===== config.mk =====
export PLATFORM = sky130hd
export DESIGN_NAME = l2_req_queue
export DESIGN_NICKNAME = d
export VERILOG_FILES = /design/src/l2_pkg.sv /design/src/l2_req_queue.sv
export SDC_FILE = /design/constraint.sdc
export NUM_CORES = 1
export LEC_CHECK = 0
export BUFFER_PORTS_ARGS = -buffer_cell sky130_fd_sc_hd__buf_2
export CAP_MARGIN = 20
export CORE_MARGIN = 2
export CORE_UTILIZATION = 45
export DETAILED_ROUTE_END_ITERATION = 16
export PLACE_DENSITY = 0.62
export SKIP_LAST_GASP = 1
export SYNTH_ARGS = -nofsm -noshare
export SYNTH_HDL_FRONTEND = slang
export SYNTH_SLANG_ARGS = --single-unit

===== constraint.sdc =====
create_clock -name clk -period 24 [get_ports clk]
set_input_delay 4.8 -clock clk [delete_from_list [all_inputs] [get_ports clk]]
set_output_delay 4.8 -clock clk [all_outputs]
set_load 0.005 [all_outputs]

===== src/l2_pkg.sv =====
package l2_pkg;

    // line geometry
    localparam int line_bits   = 256;
    localparam int offset_bits = 5;

    // a single lru bit per set can only name one of two ways
    localparam int num_ways = 2;

    // whole-line access only
    typedef enum logic {
        op_read  = 1'b0,
        op_write = 1'b1
    } l2_op_e;

    typedef enum logic [2:0] {
        s_idle      = 3'd0,
        s_lookup    = 3'd1,
        s_writeback = 3'd2,
        s_fill      = 3'd3,
        s_respond   = 3'd4
    } l2_state_e;

    // upstream request, one queue entry
    typedef struct packed {
        l2_op_e               op;
        logic [31:0]          addr;
        logic [line_bits-1:0] wdata;
    } l2_req_t;

    // upstream response
    typedef struct packed {
        l2_op_e               op;
        logic [line_bits-1:0] rdata;
    } l2_resp_t;

    // physical memory request, read and write are exclusive
    typedef struct packed {
        logic                 read;
        logic                 write;
        logic [31:0]          addr;
        logic [line_bits-1:0] wdata;
    } l2_mem_req_t;

endpackage


===== src/l2_req_queue.sv =====
module l2_req_queue #(
    parameter int queue_depth = 4
) (
    input  logic            clk,
    input  logic            reset,
    input  logic            req_valid,
    input  l2_pkg::l2_req_t req,
    input  logic            pop,
    output logic            head_valid,
    output l2_pkg::l2_req_t head,
    output logic            credit_return
);
    import l2_pkg::*;

    localparam int ptr_bits   = (queue_depth > 1) ? $clog2(queue_depth) : 1;
    localparam int count_bits = $clog2(queue_depth + 1);

    l2_req_t               entries [queue_depth];
    logic [ptr_bits-1:0]   wr_ptr;
    logic [ptr_bits-1:0]   rd_ptr;
    logic [count_bits-1:0] count;
    logic                  full;
    logic                  push;
    logic                  do_pop;

    // wrap at queue_depth, which need not be a power of two
    function automatic logic [ptr_bits-1:0] next_ptr(input logic [ptr_bits-1:0] ptr);
        logic [ptr_bits-1:0] nxt;
        nxt = (ptr == ptr_bits'(queue_depth - 1)) ? '0 : ptr + 1'b1;
        return nxt;
    endfunction

    assign full   = (count == count_bits'(queue_depth));
    assign push   = req_valid && !full;
    assign do_pop = pop && head_valid;

    always_ff @(posedge clk) begin
        if (reset) begin
            wr_ptr <= '0;
            rd_ptr <= '0;
            count  <= '0;
        end else begin
            if (push) begin
                wr_ptr <= next_ptr(wr_ptr);
            end
            if (do_pop) begin
                rd_ptr <= next_ptr(rd_ptr);
            end
            case ({push, do_pop})
                2'b10:   count <= count + 1'b1;
                2'b01:   count <= count - 1'b1;
                default: count <= count;
            endcase
        end
    end

    // entry payload
    always_ff @(posedge clk) begin
        if (push) begin
            entries[wr_ptr] <= req;
        end
    end

    assign head_valid = (count != '0);
    assign head       = entries[rd_ptr];

    // one credit back per retired request
    assign credit_return = do_pop;

endmodule


Word-level counts from Yosys, hierarchy flattened. Memory sizes are Yosys's and may differ from the RTL's. A register that Yosys moved wholly into a read port is not among the register bits. Index checks and enable logic that the tools add are counted. W data, S select, Z words.

Add/sub/neg operators: 4. Eq/ne operators: 5. Mux-type cells: 7. Reductions and logical operators: 5.

Operators with widths (count): $mux W2 (4); $eq A2 B2 Y1 const B (3); $pmux W3 S2 (1); $add A2 B1 Y2 const B (2); $add A3 B1 Y3 const B (1); $eq A3 B3 Y1 const B (1); $reduce_bool A3 Y1 (1); $sub A3 B1 Y3 const B (1); $eq A2 B1 Y1 const B (1); $logic_and A1 B1 Y1 (2); $mux W1 (2); $reduce_bool A2 Y1 (1); $logic_not A1 Y1 (1).

Memory bits (writable): 1156. Register bits: 7. Input port bits: 293. Output and inout port bits: 291. Logic and storage cells: 25. Memories kept: 1.

Memories: entries (words 4, width 289, read ports 1, clocked after Yosys merged registers in 1, wr ports 1, line l2_req_queue.sv:18) `l2_req_t entries [queue_depth];`.

Logic depth before layout (Yosys ltp).
Depth after elaboration: 5. Gate-level depth with buffers: 9. Mapped depth without buffers: 9.

Worst setup path before layout. Ideal clock, no wire load.

Path type: input to register. Start point: in req_valid. End point: mem entries[0][0] (netlist bit) (enable). Arrival time: 11396 ps. Stages on the path: 1. Data required time: 23310 ps. Buffers on the path: 0. Setup time: 690 ps. Path slack: 11914 ps. Cell sequence: and3_1.

Longest elaborated chain between the ends: 3.

Ends and longest elaborated chain: start: declaration (line l2_req_queue.sv:6) `input logic req_valid,`; $logic_and A1 B1 Y1 (line l2_req_queue.sv:34) `assign push = req_valid && !full;`; $mux W1 (line l2_req_queue.sv:59) `if (push) begin`; $mux W1 (not written as such) (line l2_req_queue.sv:60) `entries[wr_ptr] <= req;`; end: declaration (line l2_req_queue.sv:18).

Every way passes these cells.

Final worst setup path.
Start point: in pop. End point: out credit_return.

Longest elaborated chain between the ends: 1.

Ends and longest elaborated chain: start: declaration (line l2_req_queue.sv:8) `input logic pop,`; $logic_and A1 B1 Y1 (line l2_req_queue.sv:35) `assign do_pop = pop && head_valid;`; end: declaration (line l2_req_queue.sv:11) `output logic credit_return`.

Every way passes these cells.

==> impl.org <==
** Clock network
- In this run, post-CTS repair resized a total of 0 instances.
- Sinks on the clock net :: 1,165
- Clock latency of the later-clocked register in the worst-skew pair :: 690 ps
- Clock Tree Root :: sky130_fd_sc_hd__clkbuf_16
- Post-CTS Setup Inserts :: 0
- Counting along the longest clock path gives a buffer depth of 3.
- TritonCTS built the clock tree.
- Clock-pin transition on the worst setup and hold timing paths :: about 60 ps
- Hold-fix buffer count after cts :: 0
- In this run, CTS created clock tree buffers numbering 116.
- The H-tree generated during clock tree synthesis spans 3 levels.

** Drt
- Drt first-iter violations :: between 1k and 1.5k
- Dividing the detail-routed wire length by the instance count gives around 24 microns.
- Overall routed net length :: between 80,000 and 90,000 microns
- Drt pass-1 iters :: 5
- Detailed routing inserted a total of about 19k vias.
- Avg Vias per Cell :: around 5.2
- Once detail routing completed, the nets flagged for antenna violations numbered 0.
- DRC :: 0

** Global route
- Global routing used around 18% of the available tracks.
- Maximum number of pins on one net before global-route repair :: around 130
- The initial antenna violation count came to 38.
- Summed over all layers, the global routing overflow is 0.
- The first global-routing pass estimated about 120,000 microns of wire.
- The number of global-route vias before repair came to about 20k.

** Setup path
- Depth of the worst register-to-register path :: 4
- The largest single stage delay on the critical path is approximately 160 ps.
- Origin of the critical flop-to-flop path :: count[0]$_SDFFE_PP0P_
- Crit-path slowest cell :: sky130_fd_sc_hd__buf_2
- In this run the worst path has a maximum fanout of 4.
- List of cells traversed by the critical path :: buf_2 -> o31ai_1 -> inv_1 -> buf_2
- The worst setup path is launched from an input pin.
- Buffers & Inverters on Critical Path :: 3
- In this run the critical register-to-register path is captured at entries[3][217]$_DFFE_PP_.
- Required time at the endpoint of the critical path :: approximately 19,000 ps
- The cell that appears most often on the critical path is sky130_fd_sc_hd__buf_2.
- Type of the setup path with the least slack :: input pin to primary output
- In this run the register-to-register setup slack is between 20,000 and 25,000 ps.
- The worst setup path is captured at a primary output.
- Among cell families on the critical path, the largest total delay comes from buffers and inverters.
- Endpoint arrival time on the critical path :: 5320 ps

** Logic synthesis
- Synth Warn # :: 0
- Of the synthesized area, sequential elements account for around 83%.
- Area of the mapped netlist :: approximately 0.042 sq mm
- Synthesis inferred 1,165 register bits.
- Number of different library cells in the post-synthesis netlist :: 24
- Post-Syn Nets :: 1,861
- Syn Inst Count :: ~1.6k
- A synthesized cell averages around 27 sq um.

** Floorplanning
- Initial core utilization :: 45.3%
- Chip width :: just over 300 microns
- Overall die area :: roughly 0.096 sq mm
- Row generation in the floorplan step produced 112 rows.
- The core region is ~0.093 sq mm.
- During I/O placement, the number of pins put on the boundary was just under 600.
- From bottom edge to top edge, the die measures roughly 310 microns.

** Placement
- Once placement completed, the tool counted placed cells totaling approximately 3.4k.
- The congestion estimate from routability-driven global placement came to 0.723.
- Summed over all nets, the half-perimeter wirelength after detailed placement is 52,300 microns.
- Port buffer count :: approximately 580

** Power and ir drop
- Overall power consumption after layout is estimated at around 5.2 mW.
- The worst-case IR drop observed on VDD is around 0.00011 V.
- Cell leakage power :: ~17 nW
- P per Cell Area :: 104 mW/mm^2

** Timing
- The worst pin sits at a relative slew slack of 27.0%.
- On the final layout, the worst clock skew is 20.0 ps.
- The count of final max-slew check failures is 0.
- Final-layout setup total negative slack :: 0 ps
- Setup repair after global routing missed its margin :: false
- The routed design could run at a clock period as short as a little over 10,000 ps.
- The worst path uses 42.2% of the clock period.
- Derived from the worst setup path, the maximum achievable clock frequency is roughly 100 MHz.
- The count of endpoints failing hold in the final timing report is 0.
- Hold Worst Slack :: around 500 ps
- Setup violations remaining at the end of the flow were counted as 0.
- For the pin with the worst max-slew slack, the measured transition is around 1100 ps.

** Hold path
- Hold Path Origin :: rd_ptr[0]$_SDFFE_PP0P_
- Instance count along the most critical hold path :: 2
- Hold/Removal Path Class :: flip-flop to flip-flop

** Cells and area
- Final Non-Filler Cells :: 3,588
- Compared with the post-synthesis result, the final layout area differs by 19.2%.
- Cells with a size suffix above 1 make up between 40% and 50% of the layout.
- Fin nets :: about 2.5k

** Job
- Across the run, the number of max-cap violations was 0.

** Status
- The run finished with clean final reports.
==> tightest hold or removal path, cell delays in order (launching register included) <==
cell and delay (ps):
sky130_fd_sc_hd__dfxtp_1 330, sky130_fd_sc_hd__nand2_1 60, sky130_fd_sc_hd__a21oi_1 70
==> kinds of logic after synthesis <==
logic type / Yosys count / share of synthesized area, %
XOR/XNOR: 2 / 0.0416
flip-flops: 1165 / 82.8
AO/OA/AOI/OAI: 6 / 0.0831
multiplexers: 291 / 15.5
adder cells (fa/ha/maj): 7 / 0.226
buffers and inverters: 72 / 1.18
AND/OR/NAND/NOR: 18 / 0.237
==> per-stage QoR <==
| step | utilization (%) | setup slack, ps | cell area [sq um] |
|---|---|---|---|
| 6_report | 54.0 | 13880 | 50300 |
| 5_1_grt | 54.0 | 13850 | 50300 |
| 4_1_cts | 54.0 | 13880 | 50200 |
| 3_5_place_dp | 49.9 | 13890 | 46400 |
| 3_3_place_gp | 49.9 | 13860 | 46400 |
| 2_1_floorplan | - | 11910 | 42200 |
==> metal layers <==
metal / share of wire (%) / vias to the layer above / GRT usage [%]
li1: - / 8159 / -
met1: 36 / 9896 / 20.7
met2: 52 / 566 / 29.7
met3: 8.1 / 167 / 6.02
met4: 3.1 / 36 / 7.15
met5: 0.27 / - / 0
==> registers in the layout, summed over array words and instances (netlist names), named ones only <==
name     count
count        3
entries   1156
rd_ptr       2
wr_ptr       2
==> final cells by class <==
class | instances | area (sq um)
clock inverter | 76 | 792
tap | 1254 | 1570
antenna | 15 | 37.5
timing repair buffer | 606 | 3140
multi-input combinational | 324 | 6800
fill | 7127 | 42800
inverter | 7 | 26.3
clock buffer | 141 | 3020
sequential | 1165 | 34900
==> worst max-delay path by stage <==
stage | startpoint | end | depth (start not counted)
floorplan | req_valid | entries[0][0]$_DFFE_PP_ | 1
global placement | pop | credit_return | 4
detailed placement | pop | credit_return | 4
CTS | pop | credit_return | 4
global route | pop | credit_return | 4
finish | pop | credit_return | 4
==> cells in the mapped netlist, drive strengths merged <==
library cell / instances / area (sq um)
nor3: 1 / 5.00
ha: 6 / 75.1
mux4: 289 / 6510
or3: 3 / 18.8
nand3: 1 / 5.00
buf: 56 / 435
o21ai: 1 / 5.00
dfxtp: 9 / 180
o31ai: 2 / 15.0
and3: 4 / 25.0
fa: 1 / 20.0
inv: 7 / 26.3
and2: 1 / 6.26
edfxtp: 1156 / 34700
or3b: 1 / 8.76
nand2b: 2 / 12.5
clkbuf: 9 / 33.8
xor2: 2 / 17.5
mux2i: 2 / 20.0
nor2: 4 / 15.0
nand2: 1 / 3.75
a21oi: 3 / 15.0
==> placed cells by master, fill, tap and decap left out, types with 2 or more instances in the layout <==
| master | netlist | final |
|---|---|---|
| sky130_fd_sc_hd__a21oi_1 | 3 | 3 |
| sky130_fd_sc_hd__and3_4 | 0 | 4 |
| sky130_fd_sc_hd__buf_12 | 0 | 4 |
| sky130_fd_sc_hd__buf_2 | 30 | 583 |
| sky130_fd_sc_hd__buf_4 | 0 | 19 |
| sky130_fd_sc_hd__bufinv_16 | 0 | 15 |
| sky130_fd_sc_hd__clkbuf_1 | 9 | 24 |
| sky130_fd_sc_hd__clkbuf_16 | 0 | 117 |
| sky130_fd_sc_hd__clkinv_1 | 0 | 22 |
| sky130_fd_sc_hd__clkinv_2 | 0 | 25 |
| sky130_fd_sc_hd__clkinv_4 | 0 | 2 |
| sky130_fd_sc_hd__clkinv_8 | 0 | 2 |
| sky130_fd_sc_hd__clkinvlp_4 | 0 | 5 |
| sky130_fd_sc_hd__dfxtp_1 | 9 | 7 |
| sky130_fd_sc_hd__dfxtp_4 | 0 | 2 |
| sky130_fd_sc_hd__diode_2 | 0 | 15 |
| sky130_fd_sc_hd__edfxtp_1 | 1156 | 1156 |
| sky130_fd_sc_hd__ha_1 | 6 | 6 |
| sky130_fd_sc_hd__inv_1 | 7 | 7 |
| sky130_fd_sc_hd__inv_6 | 0 | 4 |
| sky130_fd_sc_hd__mux2i_1 | 2 | 2 |
| sky130_fd_sc_hd__mux4_2 | 289 | 289 |
| sky130_fd_sc_hd__nand2b_1 | 2 | 2 |
| sky130_fd_sc_hd__nor2_1 | 4 | 4 |
| sky130_fd_sc_hd__o31ai_1 | 2 | 2 |
| sky130_fd_sc_hd__or3_1 | 3 | 3 |
| sky130_fd_sc_hd__xor2_1 | 2 | 2 |
==> where the power goes <==
group          internal, mW  switching, mW
clock                  1.06          0.732
combinational         0.457          0.483
sequential             2.45         0.0548
Power figures use the tool's default switching activity.
