[src/l2_pkg.sv]
package l2_pkg;

    // line geometry
    localparam int line_bits   = 256;
    localparam int offset_bits = 5;

    // a single lru bit per set can only name one of two ways
    localparam int num_ways = 2;

    // whole-line access only
    typedef enum logic {
        op_read  = 1'b0,
        op_write = 1'b1
    } l2_op_e;

    typedef enum logic [2:0] {
        s_idle      = 3'd0,
        s_lookup    = 3'd1,
        s_writeback = 3'd2,
        s_fill      = 3'd3,
        s_respond   = 3'd4
    } l2_state_e;

    // upstream request, one queue entry
    typedef struct packed {
        l2_op_e               op;
        logic [31:0]          addr;
        logic [line_bits-1:0] wdata;
    } l2_req_t;

    // upstream response
    typedef struct packed {
        l2_op_e               op;
        logic [line_bits-1:0] rdata;
    } l2_resp_t;

    // physical memory request, read and write are exclusive
    typedef struct packed {
        logic                 read;
        logic                 write;
        logic [31:0]          addr;
        logic [line_bits-1:0] wdata;
    } l2_mem_req_t;

endpackage

[src/l2_cache_control.sv]
module l2_cache_control (
    input  logic           clk,
    input  logic           reset,
    input  logic           head_valid,
    input  l2_pkg::l2_op_e head_op,
    input  logic           hit,
    input  logic           victim_dirty,
    input  logic           mem_resp,
    output logic           pop,
    output logic           resp_valid,
    output logic           mem_read,
    output logic           mem_write,
    output logic           fill_sel,
    output logic           load_line,
    output logic           mark_dirty,
    output logic           load_lru,
    output logic           use_victim,
    output logic           addr_sel
);
    import l2_pkg::*;

    l2_state_e state;
    l2_state_e state_next;

    always_ff @(posedge clk) begin
        if (reset) begin
            state <= s_idle;
        end else begin
            state <= state_next;
        end
    end

    always_comb begin
        state_next = state;
        case (state)
            s_idle: begin
                if (head_valid) begin
                    state_next = s_lookup;
                end
            end
            s_lookup: begin
                if (hit) begin
                    state_next = s_respond;
                end else if (victim_dirty) begin
                    state_next = s_writeback;
                end else begin
                    state_next = s_fill;
                end
            end
            // memory states hold until the handshake completes
            s_writeback: begin
                if (mem_resp) begin
                    state_next = s_fill;
                end
            end
            s_fill: begin
                if (mem_resp) begin
                    state_next = s_respond;
                end
            end
            s_respond: begin
                state_next = s_idle;
            end
            default: begin
                state_next = s_idle;
            end
        endcase
    end

    always_comb begin
        pop        = 1'b0;
        resp_valid = 1'b0;
        mem_read   = 1'b0;
        mem_write  = 1'b0;
        fill_sel   = 1'b0;
        load_line  = 1'b0;
        mark_dirty = 1'b0;
        load_lru   = 1'b0;
        use_victim = 1'b0;
        addr_sel   = 1'b0;
        case (state)
            s_writeback: begin
                // victim line out to its own address
                mem_write  = 1'b1;
                use_victim = 1'b1;
                addr_sel   = 1'b1;
            end
            s_fill: begin
                mem_read   = 1'b1;
                use_victim = 1'b1;
                fill_sel   = 1'b1;
                load_line  = mem_resp;
            end
            s_respond: begin
                // line now resident, so the hit way is the target
                resp_valid = 1'b1;
                pop        = 1'b1;
                load_lru   = 1'b1;
                load_line  = (head_op == op_write);
                mark_dirty = (head_op == op_write);
            end
            default: begin
                pop = 1'b0;
            end
        endcase
    end

endmodule

[config.mk]
export PLATFORM = sky130hd
export DESIGN_NAME = l2_cache_control
export DESIGN_NICKNAME = d
export VERILOG_FILES = /design/src/l2_pkg.sv /design/src/l2_cache_control.sv
export SDC_FILE = /design/constraint.sdc
export NUM_CORES = 1
export LEC_CHECK = 0
export BUFFER_PORTS_ARGS = -buffer_cell sky130_fd_sc_hd__buf_4
export CORE_AREA = 3 3 40 42
export CTS_CLUSTER_SIZE = 14
export DETAILED_ROUTE_END_ITERATION = 8
export DIE_AREA = 0 0 43 45
export PLACE_DENSITY_LB_ADDON = 0.1
export SYNTH_ARGS = -nofsm -noshare
export SYNTH_HDL_FRONTEND = slang
export SYNTH_SLANG_ARGS = --single-unit
[constraint.sdc]
create_clock -name clk -period 1.45 [get_ports clk]
set_input_delay 0 -clock clk [delete_from_list [all_inputs] [get_ports clk]]
set_output_delay 0 -clock clk [all_outputs]
set_load 0.01 [all_outputs]
# After elaboration in Yosys (flattened, before gate mapping)
# Cells that the tools add are included.
[word_totals]
out_inout_bits = 10
inputBits = 7
reg_bits = 3
elab_cells = 23
[op_classes]
n_reduce_logical = 3
mux = 12
eq_ne = 7
[ops]
columns = ["op", "n"]
rows = [
  ["3-bit two-way mux", 4],
  ["3-bit one-hot mux with 4 select lines", 1],
  ["3-bit by 2-bit equality test with 1-bit output (second input constant)", 2],
  ["1-bit two-way mux", 6],
  ["2-bit inequality test (second input constant)", 3],
  ["3-bit by 1-bit equality test with 1-bit output (second input constant)", 1],
  ["3-bit equality test (second input constant)", 1],
  ["3-bit logical NOT", 1],
  ["3-bit AND reduction", 1],
  ["1-bit one-hot mux with 2 select lines", 1],
  ["2-bit OR reduction", 1],
]

# Longest topological paths before layout
# Gate-level depths: netlist of the first run.
[depth]
word_depth = 3
ltp_mapped = 4
ltp_nobuf = 3

# Least setup slack after synthesis of the first run
# Ideal clock, no wire load.
[synth_timing]
path_kind = "register to output"
startpoint = "register state[0]"
endpoint = "output port load_line"
slack_ps = 299
stages_incl_launch_ff = 5
path_buffers = 1
required_time_ps = 1450
arrival_time_ps = 1151
cell_sequence = "dfxtp_1 > buf_2 > nor3b_2 > and2_1 > o21bai_1"
[synth_between]
elab_chain_cells = 2
elab_cells_between_ends = 3
cone_classes = "2 x eq/ne; 1 x mux"
[synth_lines]
columns = ["element", "line", "text"]
rows = [
  ["from (decl)", "l2_cache_control.sv:22", "l2_state_e state;"],
  ["from (signal assigned)", "l2_cache_control.sv:27", "state <= s_idle;"],
  ["from (signal assigned)", "l2_cache_control.sv:29", "state <= state_next;"],
  ["3-bit equality test / 3-bit by 2-bit equality test with 1-bit output (equally long branches)", "l2_cache_control.sv:81", "case (state)"],
  ["1-bit one-hot mux with 2 select lines *", "l2_cache_control.sv:81", ""],
  ["to (decl)", "l2_cache_control.sv:14", "output logic load_line,"],
]
# Every way passes the cells marked *; elsewhere a longest branch is shown, timed or not.

# Worst setup path after layout of the first run
[layout_timing]
startpoint = "register state[2]"
endpoint = "output port load_line"
# The elaborated chain is that of the path after synthesis.

==> results of run 1 <==
## metal layers
metal | global-route usage, % | part of all wire, % | vias to the layer above
met2 | 9.58 | 53 | 7
met3 | 0 | 5.7 | 0
met1 | 6.25 | 41 | 105
met5 | 0 | 0 | -
li1 | - | - | 123
met4 | 10.8 | 0 | 0
## area by class of cell
| type | count | area [µm²] | share of cell area (%) |
|---|---|---|---|
| Inverter | 1 | 3.75 | 1.02 |
| Multi-Input combinational cell | 18 | 130 | 35.3 |
| Sequential cell | 3 | 60.1 | 16.3 |
| Clock buffer | 4 | 26.3 | 7.12 |
| Timing Repair Buffer | 17 | 130 | 35.3 |
| Tap cell | 15 | 18.8 | 5.08 |
## through the flow
step / hold slack, ns / power [W] / util (%) / setup WS [ns]
3_3_place_gp: 0.180 / 0.000192 / 25.9 / 0.304
5_1_grt: 0.161 / 0.000358 / 28.7 / 0.00773
2_1_floorplan: 0.0716 / 0.000159 / - / 0.299
4_1_cts: 0.126 / 0.000350 / 28.7 / 0.0933
3_5_place_dp: 0.178 / 0.000192 / 25.9 / 0.314
6_report: 0.143 / 0.000338 / 28.7 / 0.113
## path summary, 6_finish.rpt
path	start	end	slack [ns]	cells past startpoint
worst max-delay path	state[2]	load_line	0.11	4
worst min-delay path	hit	state[2]	0.14	3
worst max register to register	state[0]	state[0]	0.31	3
worst min register to register	state[2]	state[1]	0.54	1
## power by group through the flow
stage	clock network [W]	logic (W)	registers, W
after floorplan	0	0.0000605	0.0000980
after global placement	0	0.0000829	0.000110
after detailed placement	0	0.0000829	0.000109
after CTS	0.000157	0.0000852	0.000108
after global routing	0.000155	0.0000918	0.000111
final	0.000146	0.0000840	0.000108
## synthesized netlist by cell type, drive strengths merged
cell type,number
a22oi,1
and2,2
buf,5
dfxtp,3
inv,1
nand2,1
nand2b,1
nand4bb,1
nor2,3
nor2b,2
nor3,2
nor3b,1
nor4bb,1
o21bai,1
o31a,1
o41ai,1
## logic make-up after synthesis
| logic type | Yosys count | synth area share, % |
|---|---|---|
| flip-flops | 3 | 26.2 |
| AO/OA/AOI/OAI | 4 | 17.5 |
| AND/OR/NAND/NOR | 14 | 39.3 |
| buffers and inverters | 6 | 16.9 |
## worst max-delay path, cell delays in order, from the launching register on
cell      delay [ns]
dfxtp_1         0.41
nor3b_2         0.28
and2_1          0.17
o21bai_1        0.10
buf_4           0.13
## repair_timing
action | in CTS | in global routing
endpoints found under the setup margin | 0 | 1
hold buffers | 1 | 0
hold endpoints to repair | 3 | 0
==> results.py, run 1 <==
metrics = {
    "status": {
        "status": "finished, final reports clean",
    },
    "final_layout": {
        "area_growth_pct": 61.2,
        "fillers": 149,
        "antenna_cells": 0,
        "largest_register_ffs": 3,
        "mostFrequentLayoutCell": "buf_4",
        "final_nets": 51,
        "largest_register": "state",
        "drive_above_1_share_pct": 48.8,
        "reg_top3": "state: 3 flops",
        "finalNonFillerCells": 58,
        "mostFrequentLayoutCells": "buf_4, nor2_1, clkbuf_4, dfxtp_1",
        "final_cell_area_um2": 369,
    },
    "sta": {
        "fin_crit_sh_pct": 92.2,
        "finalMaxSlewViolations": 0,
        "setup_viol": 0,
        "period_needed_ns": 1.34,
        "worst_slew_pin_slew_ns": 0.298,
        "hold_violations": 0,
        "slew-limit-headroom_pct": 80.1,
        "rsz0062_at_grt": "false",
        "fin_worst_skew_ns": 0.00181,
        "fin_setup_tns_ns": 0,
        "timing.fmax_mhz": 748,
    },
    "clock_network": {
        "htree_levels": 1,
        "cts_tree": "yes",
        "ctsLongestPathBuffers": 2,
        "clk_pin_slew_worst_paths_ns": 0.04,
        "root_buffer": "clkbuf_4",
        "clock_sinks": 3,
        "post_cts_buffers": 0,
        "clk_latency_ns": 0.23,
        "cts_resized": 0,
        "cts_made_buffers": 3,
    },
    "global_route": {
        "grt_overflow_total": 0,
        "grt_usage_pct": 6.32,
        "grt_pass1_wl_um": 814,
        "antenna_found_initial": 0,
        "grt_pass1_vias": 214,
        "grt_max_degree": 10,
    },
    "setup_path": {
        "timing_worst_setup_path_type": "reg2out",
        "arrival_ns": 1.34,
        "path_max_fanout": 6,
        "cp-end-kind": "output port",
        "startpoint_type": "register",
        "cp.required_ns": 1.45,
    },
    "floorplanning": {
        "chipWidth_um": 43,
        "die_y_um": 45,
        "pin_count": 17,
        "die_area_um2": 1940,
        "coreArea_um2": 1280,
        "placementRows": 13,
        "start_util_pct": 17.8,
    },
    "power": {
        "peakVddDrop_v": 0.000227,
        "combPwrFrac_pct": 24.8,
        "power.net_switching_w": 0.0000930,
        "swShare_pct": 27.5,
        "internal_power_w": 0.000245,
        "power.clock.fraction_pct": 43.3,
        "pwr-share-seq_pct": 31.9,
        "power.density_nw_per_um2": 917,
        "leakagePower_nw": 0.180,
    },
    "route": {
        "drt_drc_violations_left": 0,
        "routed_wl_um": 564,
        "avgViaCountPerCell": 4.05,
        "drtAntennaViolNets": 0,
        "first_iter_violations": 1,
        "drt_first_pass_iters": 2,
        "wl_per_cell_um": 9.72,
        "vias": 235,
    },
    "synthesis": {
        "synth_area_um2": 229,
        "avgSynthCellArea_um2": 8.48,
        "synth_cell_type_count": 17,
        "synth_top_area_share_pct": 26.2,
        "ys_ff_latch": 3,
        "post-synth-top-area-cell": "dfxtp_1",
        "ys_seq_area_share_pct": 26.2,
        "ys_warn_count": 0,
        "synth_nets": 34,
        "synth_area_leaders": "dfxtp_1, buf_4, o41ai_2",
        "syn_inst": 27,
    },
    "place": {
        "placed_cell_area_um2": 333,
        "routabilityCongestion": 0.715,
        "numPortBuffers": 16,
        "numPlacedInstances": 53,
    },
    "min_path": {
        "hp-class": "in2reg",
    },
    "job": {
        "drv_cap": 0,
    },
}
No activity file was read; power rests on OpenSTA's default activity.
==> run 2, diff against run 1 <==
==> constraint.sdc (replaced) <==
create_clock -name clk -period 1.42 [get_ports clk]
set_input_delay 0 -clock clk [delete_from_list [all_inputs] [get_ports clk]]
set_output_delay 0 -clock clk [all_outputs]
set_load 0.01 [all_outputs]
==> run 2 against run 1 <==
  * Clock power is essentially flat
  * Sequential share of layout area shrank 0.89 points
  * Global-route usage shrank 0.17 points
  * Flip-flop and latch count is the same
  * Power grew 3.8%
  * Critical path depth is the same
  * Via count grew 5.1%
  * Clock skew is essentially flat
  * First-iteration DRC count grew 100%
  * Utilization grew 1.7 points
  * Register-to-register slack lost 0.05 ns
  * Clock-buffer cell count is the same
  * Highest routed layer is now met4
==> results.py, run 2 (synthesis gave the netlist of run 1 again) <==
metrics = {
    "clock_network": {
        "cts_tree": "yes",
        "cts_made_buffers": 3,
        "ctsLongestPathBuffers": 2,
        "root_buffer": "clkbuf_4",
        "htree_levels": 1,
        "clock_sinks": 3,
        "clk_pin_slew_worst_paths_ns": 0.04,
        "clk_latency_ns": 0.23,
    },
    "sta": {
        "fin_crit_sh_pct": 92.1,
        "fin_worst_skew_ns": 0.00207,
        "timing.fmax_mhz": 765,
        "setup_slack_ns": 0.112,
        "rsz0062_at_grt": "false",
        "finalMaxSlewViolations": 0,
        "period_needed_ns": 1.31,
        "worst_slew_pin_slew_ns": 0.352,
        "setup_viol": 0,
        "slew-limit-headroom_pct": 76.5,
        "fin_setup_tns_ns": 0,
        "hold_violations": 0,
    },
    "job": {
        "drv_cap": 0,
    },
    "status": {
        "status": "finished, final reports clean",
    },
    "setup_path": {
        "crit_family": "simple AND/OR/NAND/NOR gates",
        "startpoint_type": "register",
        "timing_worst_setup_path_type": "reg2out",
        "critical-path-max-stage-delay_ns": 0.41,
        "path_buf_inv": 1,
        "cp-end-kind": "output port",
        "crit_slowest_cell": "dfxtp_1",
        "arrival_ns": 1.31,
        "path_max_fanout": 6,
        "crit_chain": "nor3b_4 -> and2_1 -> o21bai_1 -> buf_4",
        "cp.required_ns": 1.42,
    },
    "floorplanning": {
        "start_util_pct": 17.8,
        "coreArea_um2": 1280,
        "die_area_um2": 1940,
        "pin_count": 17,
        "die_y_um": 45,
        "placementRows": 13,
        "chipWidth_um": 43,
    },
    "final_layout": {
        "antenna_cells": 0,
        "finalNonFillerCells": 60,
        "mostFrequentLayoutCells": "buf_4, nor2_1, clkbuf_4, dfxtp_1",
        "area_growth_pct": 70.5,
        "final_cell_area_um2": 390,
        "largest_register_ffs": 3,
        "drive_above_1_share_pct": 51.1,
        "mostFrequentLayoutCell": "buf_4",
        "largest_register": "state",
        "final_nets": 53,
        "reg_top3": "state: 3 flops",
        "utilization_pct": 30.4,
    },
    "route": {
        "first_iter_violations": 2,
        "drtAntennaViolNets": 0,
        "drt_first_pass_iters": 3,
        "met1_length_um": 235,
        "route.met2.wl_um": 312,
        "drt_drc_violations_left": 0,
        "avgViaCountPerCell": 4.12,
        "routed_wl_um": 602,
        "routed.top_layer": "met4",
        "vias": 247,
        "met3WireLength_um": 34,
        "wl_per_cell_um": 10.0,
    },
    "min_path": {
        "hp-class": "in2reg",
    },
    "global_route": {
        "grt_max_degree": 10,
        "grt_pass1_vias": 207,
        "grt_usage_pct": 6.15,
        "grt_overflow_total": 0,
        "antenna_found_initial": 0,
        "grt_pass1_wl_um": 800,
    },
    "power": {
        "power.density_nw_per_um2": 900,
        "leakagePower_nw": 0.190,
        "peakVddDrop_v": 0.000261,
    },
    "place": {
        "hpwlAfterDp_um": 470,
        "numPortBuffers": 16,
        "placed_cell_area_um2": 333,
        "routabilityCongestion": 0.725,
        "dp_slack_ns": 0.302,
        "numPlacedInstances": 53,
    },
}
-- run 2: timing repair --
action,4_1_cts,5_1_grt
hold buffers,1,0
hold endpoints to repair,3,0
gates resized for setup,0,1
endpoints found under the setup margin,0,1
setup buffers,0,2
-- run 2: layout make-up --
type	count	area (µm²)
clock buffer	4	26.3
fill	142	895
inverter	1	3.75
multi-input combinational	18	136
sequential	3	60.1
tap	15	18.8
timing repair buffer	19	145
-- run 2: stage by stage --
stage	hold slack, ns	power, W
3_3_place_gp	0.180	0.000197
4_1_cts	0.125	0.000354
5_1_grt	0.160	0.000373
6_report	0.131	0.000351
3_5_place_dp	0.179	0.000196
2_1_floorplan	0.0716	0.000162
-- run 2: metal layers --
layer,vias up,global-route usage [%]
met5,-,0
met4,0,10.8
met3,2,0.398
met2,9,9.58
met1,110,5.52
li1,126,-
-- run 2: worst register-to-register path, cell delays in order, from the launching register on --
cell     delay (ns)
dfxtp_1        0.52
nor3_1         0.12
o41ai_2        0.31
nor2b_1        0.15
-- run 2: path summary, 6_finish.rpt --
check	startpoint	end	slack [ns]	cells after the start
max	state[2]	load_line	0.11	4
min	hit	state[2]	0.13	3
max reg2reg	state[0]	state[0]	0.26	3
min reg2reg	state[2]	state[1]	0.54	1
-- run 2: report_power, final --
part | total, W | switching (W) | internal, W
Combinational | 0.0000913 | 0.0000344 | 0.0000569
Clock | 0.000148 | 0.0000423 | 0.000105
Sequential | 0.000112 | 0.0000195 | 0.0000929
Total | 0.000351 | 0.0000962 | 0.000255
==> run 3, diff against run 2 <==
--- a/config.mk
+++ b/config.mk
@@ -7,6 +7,7 @@
 export LEC_CHECK = 0
 export BUFFER_PORTS_ARGS = -buffer_cell sky130_fd_sc_hd__buf_4
 export CORE_AREA = 3 3 40 42
+export CTS_BUF_LIST = sky130_fd_sc_hd__clkbuf_2 sky130_fd_sc_hd__clkbuf_4 sky130_fd_sc_hd__clkbuf_8
 export CTS_CLUSTER_SIZE = 14
 export DETAILED_ROUTE_END_ITERATION = 8
 export DIE_AREA = 0 0 43 45
==> run 3 against run 2 <==
  * Combinational power about the same
  * Via count unchanged
  * Die area did not move
  * Clock power up 13%
  * First-iteration DRC count unchanged
  * Power grew 5.6%
  * Register-to-register slack is essentially flat
  * Sequential share of layout area shrank 0.15 points
  * Fmax decreased by 0.11%
==> results.py, run 3 (synthesis gave the netlist of run 1 again) <==
metrics = {
    "sta": {
        "finalMaxSlewViolations": 0,
        "fin_worst_skew_ns": 0.00173,
        "timing.fmax_mhz": 764,
        "slew-limit-headroom_pct": 76.5,
        "rsz0062_at_grt": "false",
        "setup_slack_ns": 0.111,
        "worst_slew_pin_slew_ns": 0.352,
        "fin_crit_sh_pct": 92.2,
        "setup_viol": 0,
        "hold_violations": 0,
        "fin_setup_tns_ns": 0,
        "period_needed_ns": 1.31,
    },
    "power": {
        "pwr-share-seq_pct": 30.3,
        "power.net_switching_w": 0.0000969,
        "internal_power_w": 0.000274,
        "power.density_nw_per_um2": 941,
        "swShare_pct": 26.1,
        "leakagePower_nw": 0.193,
        "peakVddDrop_v": 0.000261,
        "combPwrFrac_pct": 24.6,
        "total_power_w": 0.000371,
        "power.clock.fraction_pct": 45.1,
    },
    "setup_path": {
        "r2r_end": "state[0]",
        "r2r_slack_ns": 0.26,
        "arrival_ns": 1.31,
        "timing.rr.start": "state[0]",
        "crit_slowest_cell": "dfxtp_1",
        "cp.required_ns": 1.42,
        "path_max_fanout": 6,
        "crit_family": "simple AND/OR/NAND/NOR gates",
        "reg2regPathDepth": 3,
        "startpoint_type": "register",
        "path_buf_inv": 1,
        "crit_chain": "nor3b_4 -> and2_1 -> o21bai_1 -> buf_4",
        "timing_worst_setup_path_type": "reg2out",
        "cp-end-kind": "output port",
        "critical-path-max-stage-delay_ns": 0.41,
    },
    "clock_network": {
        "cts_tree": "yes",
        "root_buffer": "clkbuf_4",
        "cts_made_buffers": 3,
        "clk_latency_ns": 0.23,
        "ctsLongestPathBuffers": 2,
        "clock_sinks": 3,
        "htree_levels": 1,
        "clk_pin_slew_worst_paths_ns": 0.04,
    },
    "route": {
        "routed.top_layer": "met4",
        "route.met2.wl_um": 314,
        "drt_drc_violations_left": 0,
        "drtAntennaViolNets": 0,
        "first_iter_violations": 2,
        "routed_wl_um": 604,
        "met3WireLength_um": 34,
        "met1_length_um": 235,
        "avgViaCountPerCell": 4.12,
        "vias": 247,
        "wl_per_cell_um": 10.1,
        "drt_first_pass_iters": 3,
    },
    "global_route": {
        "grt_pass1_vias": 207,
        "grt_max_degree": 10,
        "grt_pass1_wl_um": 800,
        "grt_overflow_total": 0,
        "antenna_found_initial": 0,
        "grt_usage_pct": 6.15,
    },
    "final_layout": {
        "largest_register_ffs": 3,
        "reg_top3": "state: 3 flops",
        "final_nets": 53,
        "area_growth_pct": 72.1,
        "drive_above_1_share_pct": 53.3,
        "mostFrequentLayoutCells": "buf_4, clkbuf_4, nor2_1, dfxtp_1",
        "largest_register": "state",
        "utilization_pct": 30.7,
        "mostFrequentLayoutCell": "buf_4",
        "antenna_cells": 0,
    },
    "place": {
        "routabilityCongestion": 0.725,
        "numPortBuffers": 16,
        "dp_slack_ns": 0.302,
        "hpwlAfterDp_um": 470,
    },
    "floorplanning": {
        "die_y_um": 45,
        "pin_count": 17,
        "coreArea_um2": 1280,
        "chipWidth_um": 43,
        "die_area_um2": 1940,
        "start_util_pct": 17.8,
        "placementRows": 13,
    },
    "min_path": {
        "hold_path_end": "state[2]",
        "min-delay-start": "hit",
        "hold-path-cell-count": 3,
        "hp-class": "in2reg",
    },
    "status": {
        "status": "finished, final reports clean",
    },
    "job": {
        "drv_cap": 0,
    },
}
## run 3: stage by stage
step | hold slack, ns | cell area, µm² | instances
floorplan | 0.0716 | 229 | 27
global placement | 0.180 | 333 | 53
detailed placement | 0.179 | 333 | 53
CTS | 0.122 | 373 | 58
global route | 0.161 | 394 | 60
finish | 0.129 | 394 | 60
## run 3: worst max-delay path by stage
stage               slack [ns]      from  cells after the start         to
global placement          0.26  state[0]                      3   state[0]
global route              0.03  state[2]                      4  load_line
detailed placement        0.30  state[0]                      3   state[0]
CTS                       0.05  state[0]                      4  load_line
floorplan                 0.27  state[0]                      4  load_line
finish                    0.11  state[2]                      4  load_line
## run 3: timing repair
item,in CTS,in global routing
endpoints found under the setup margin,0,1
resized for setup,0,1
endpoints found under the hold margin,3,0
hold buffers,1,0
buffers inserted,0,2
## run 3: layout make-up
class                           count  area, µm²
Clock buffer                        4       30.0
Fill cell                         142        891
Inverter                            1       3.75
Tap cell                           15       18.8
Multi-Input combinational cell     18        136
Timing Repair Buffer               19        145
Sequential cell                     3       60.1
## run 3: worst min-delay path, delay by kind of cell
family	cells	cell delay, ns
buf+inv	1	0.11
simple gates	2	0.20
## run 3: power by group through the flow
| stage | combinational (W) | sequential, W | clock, W |
|---|---|---|---|
| finish | 0.0000913 | 0.000112 | 0.000167 |
| detailed placement | 0.0000854 | 0.000111 | 0 |
| floorplan | 0.0000618 | 0.000100 | 0 |
| global placement | 0.0000855 | 0.000111 | 0 |
| CTS | 0.0000877 | 0.000109 | 0.000178 |
| global route | 0.0000999 | 0.000114 | 0.000178 |
## run 3: per-layer routing
layer | GRT usage [%] | vias up
met5 | 0 | -
met4 | 10.8 | 0
met3 | 0.398 | 2
met2 | 9.58 | 9
met1 | 5.52 | 110
li1 | - | 126
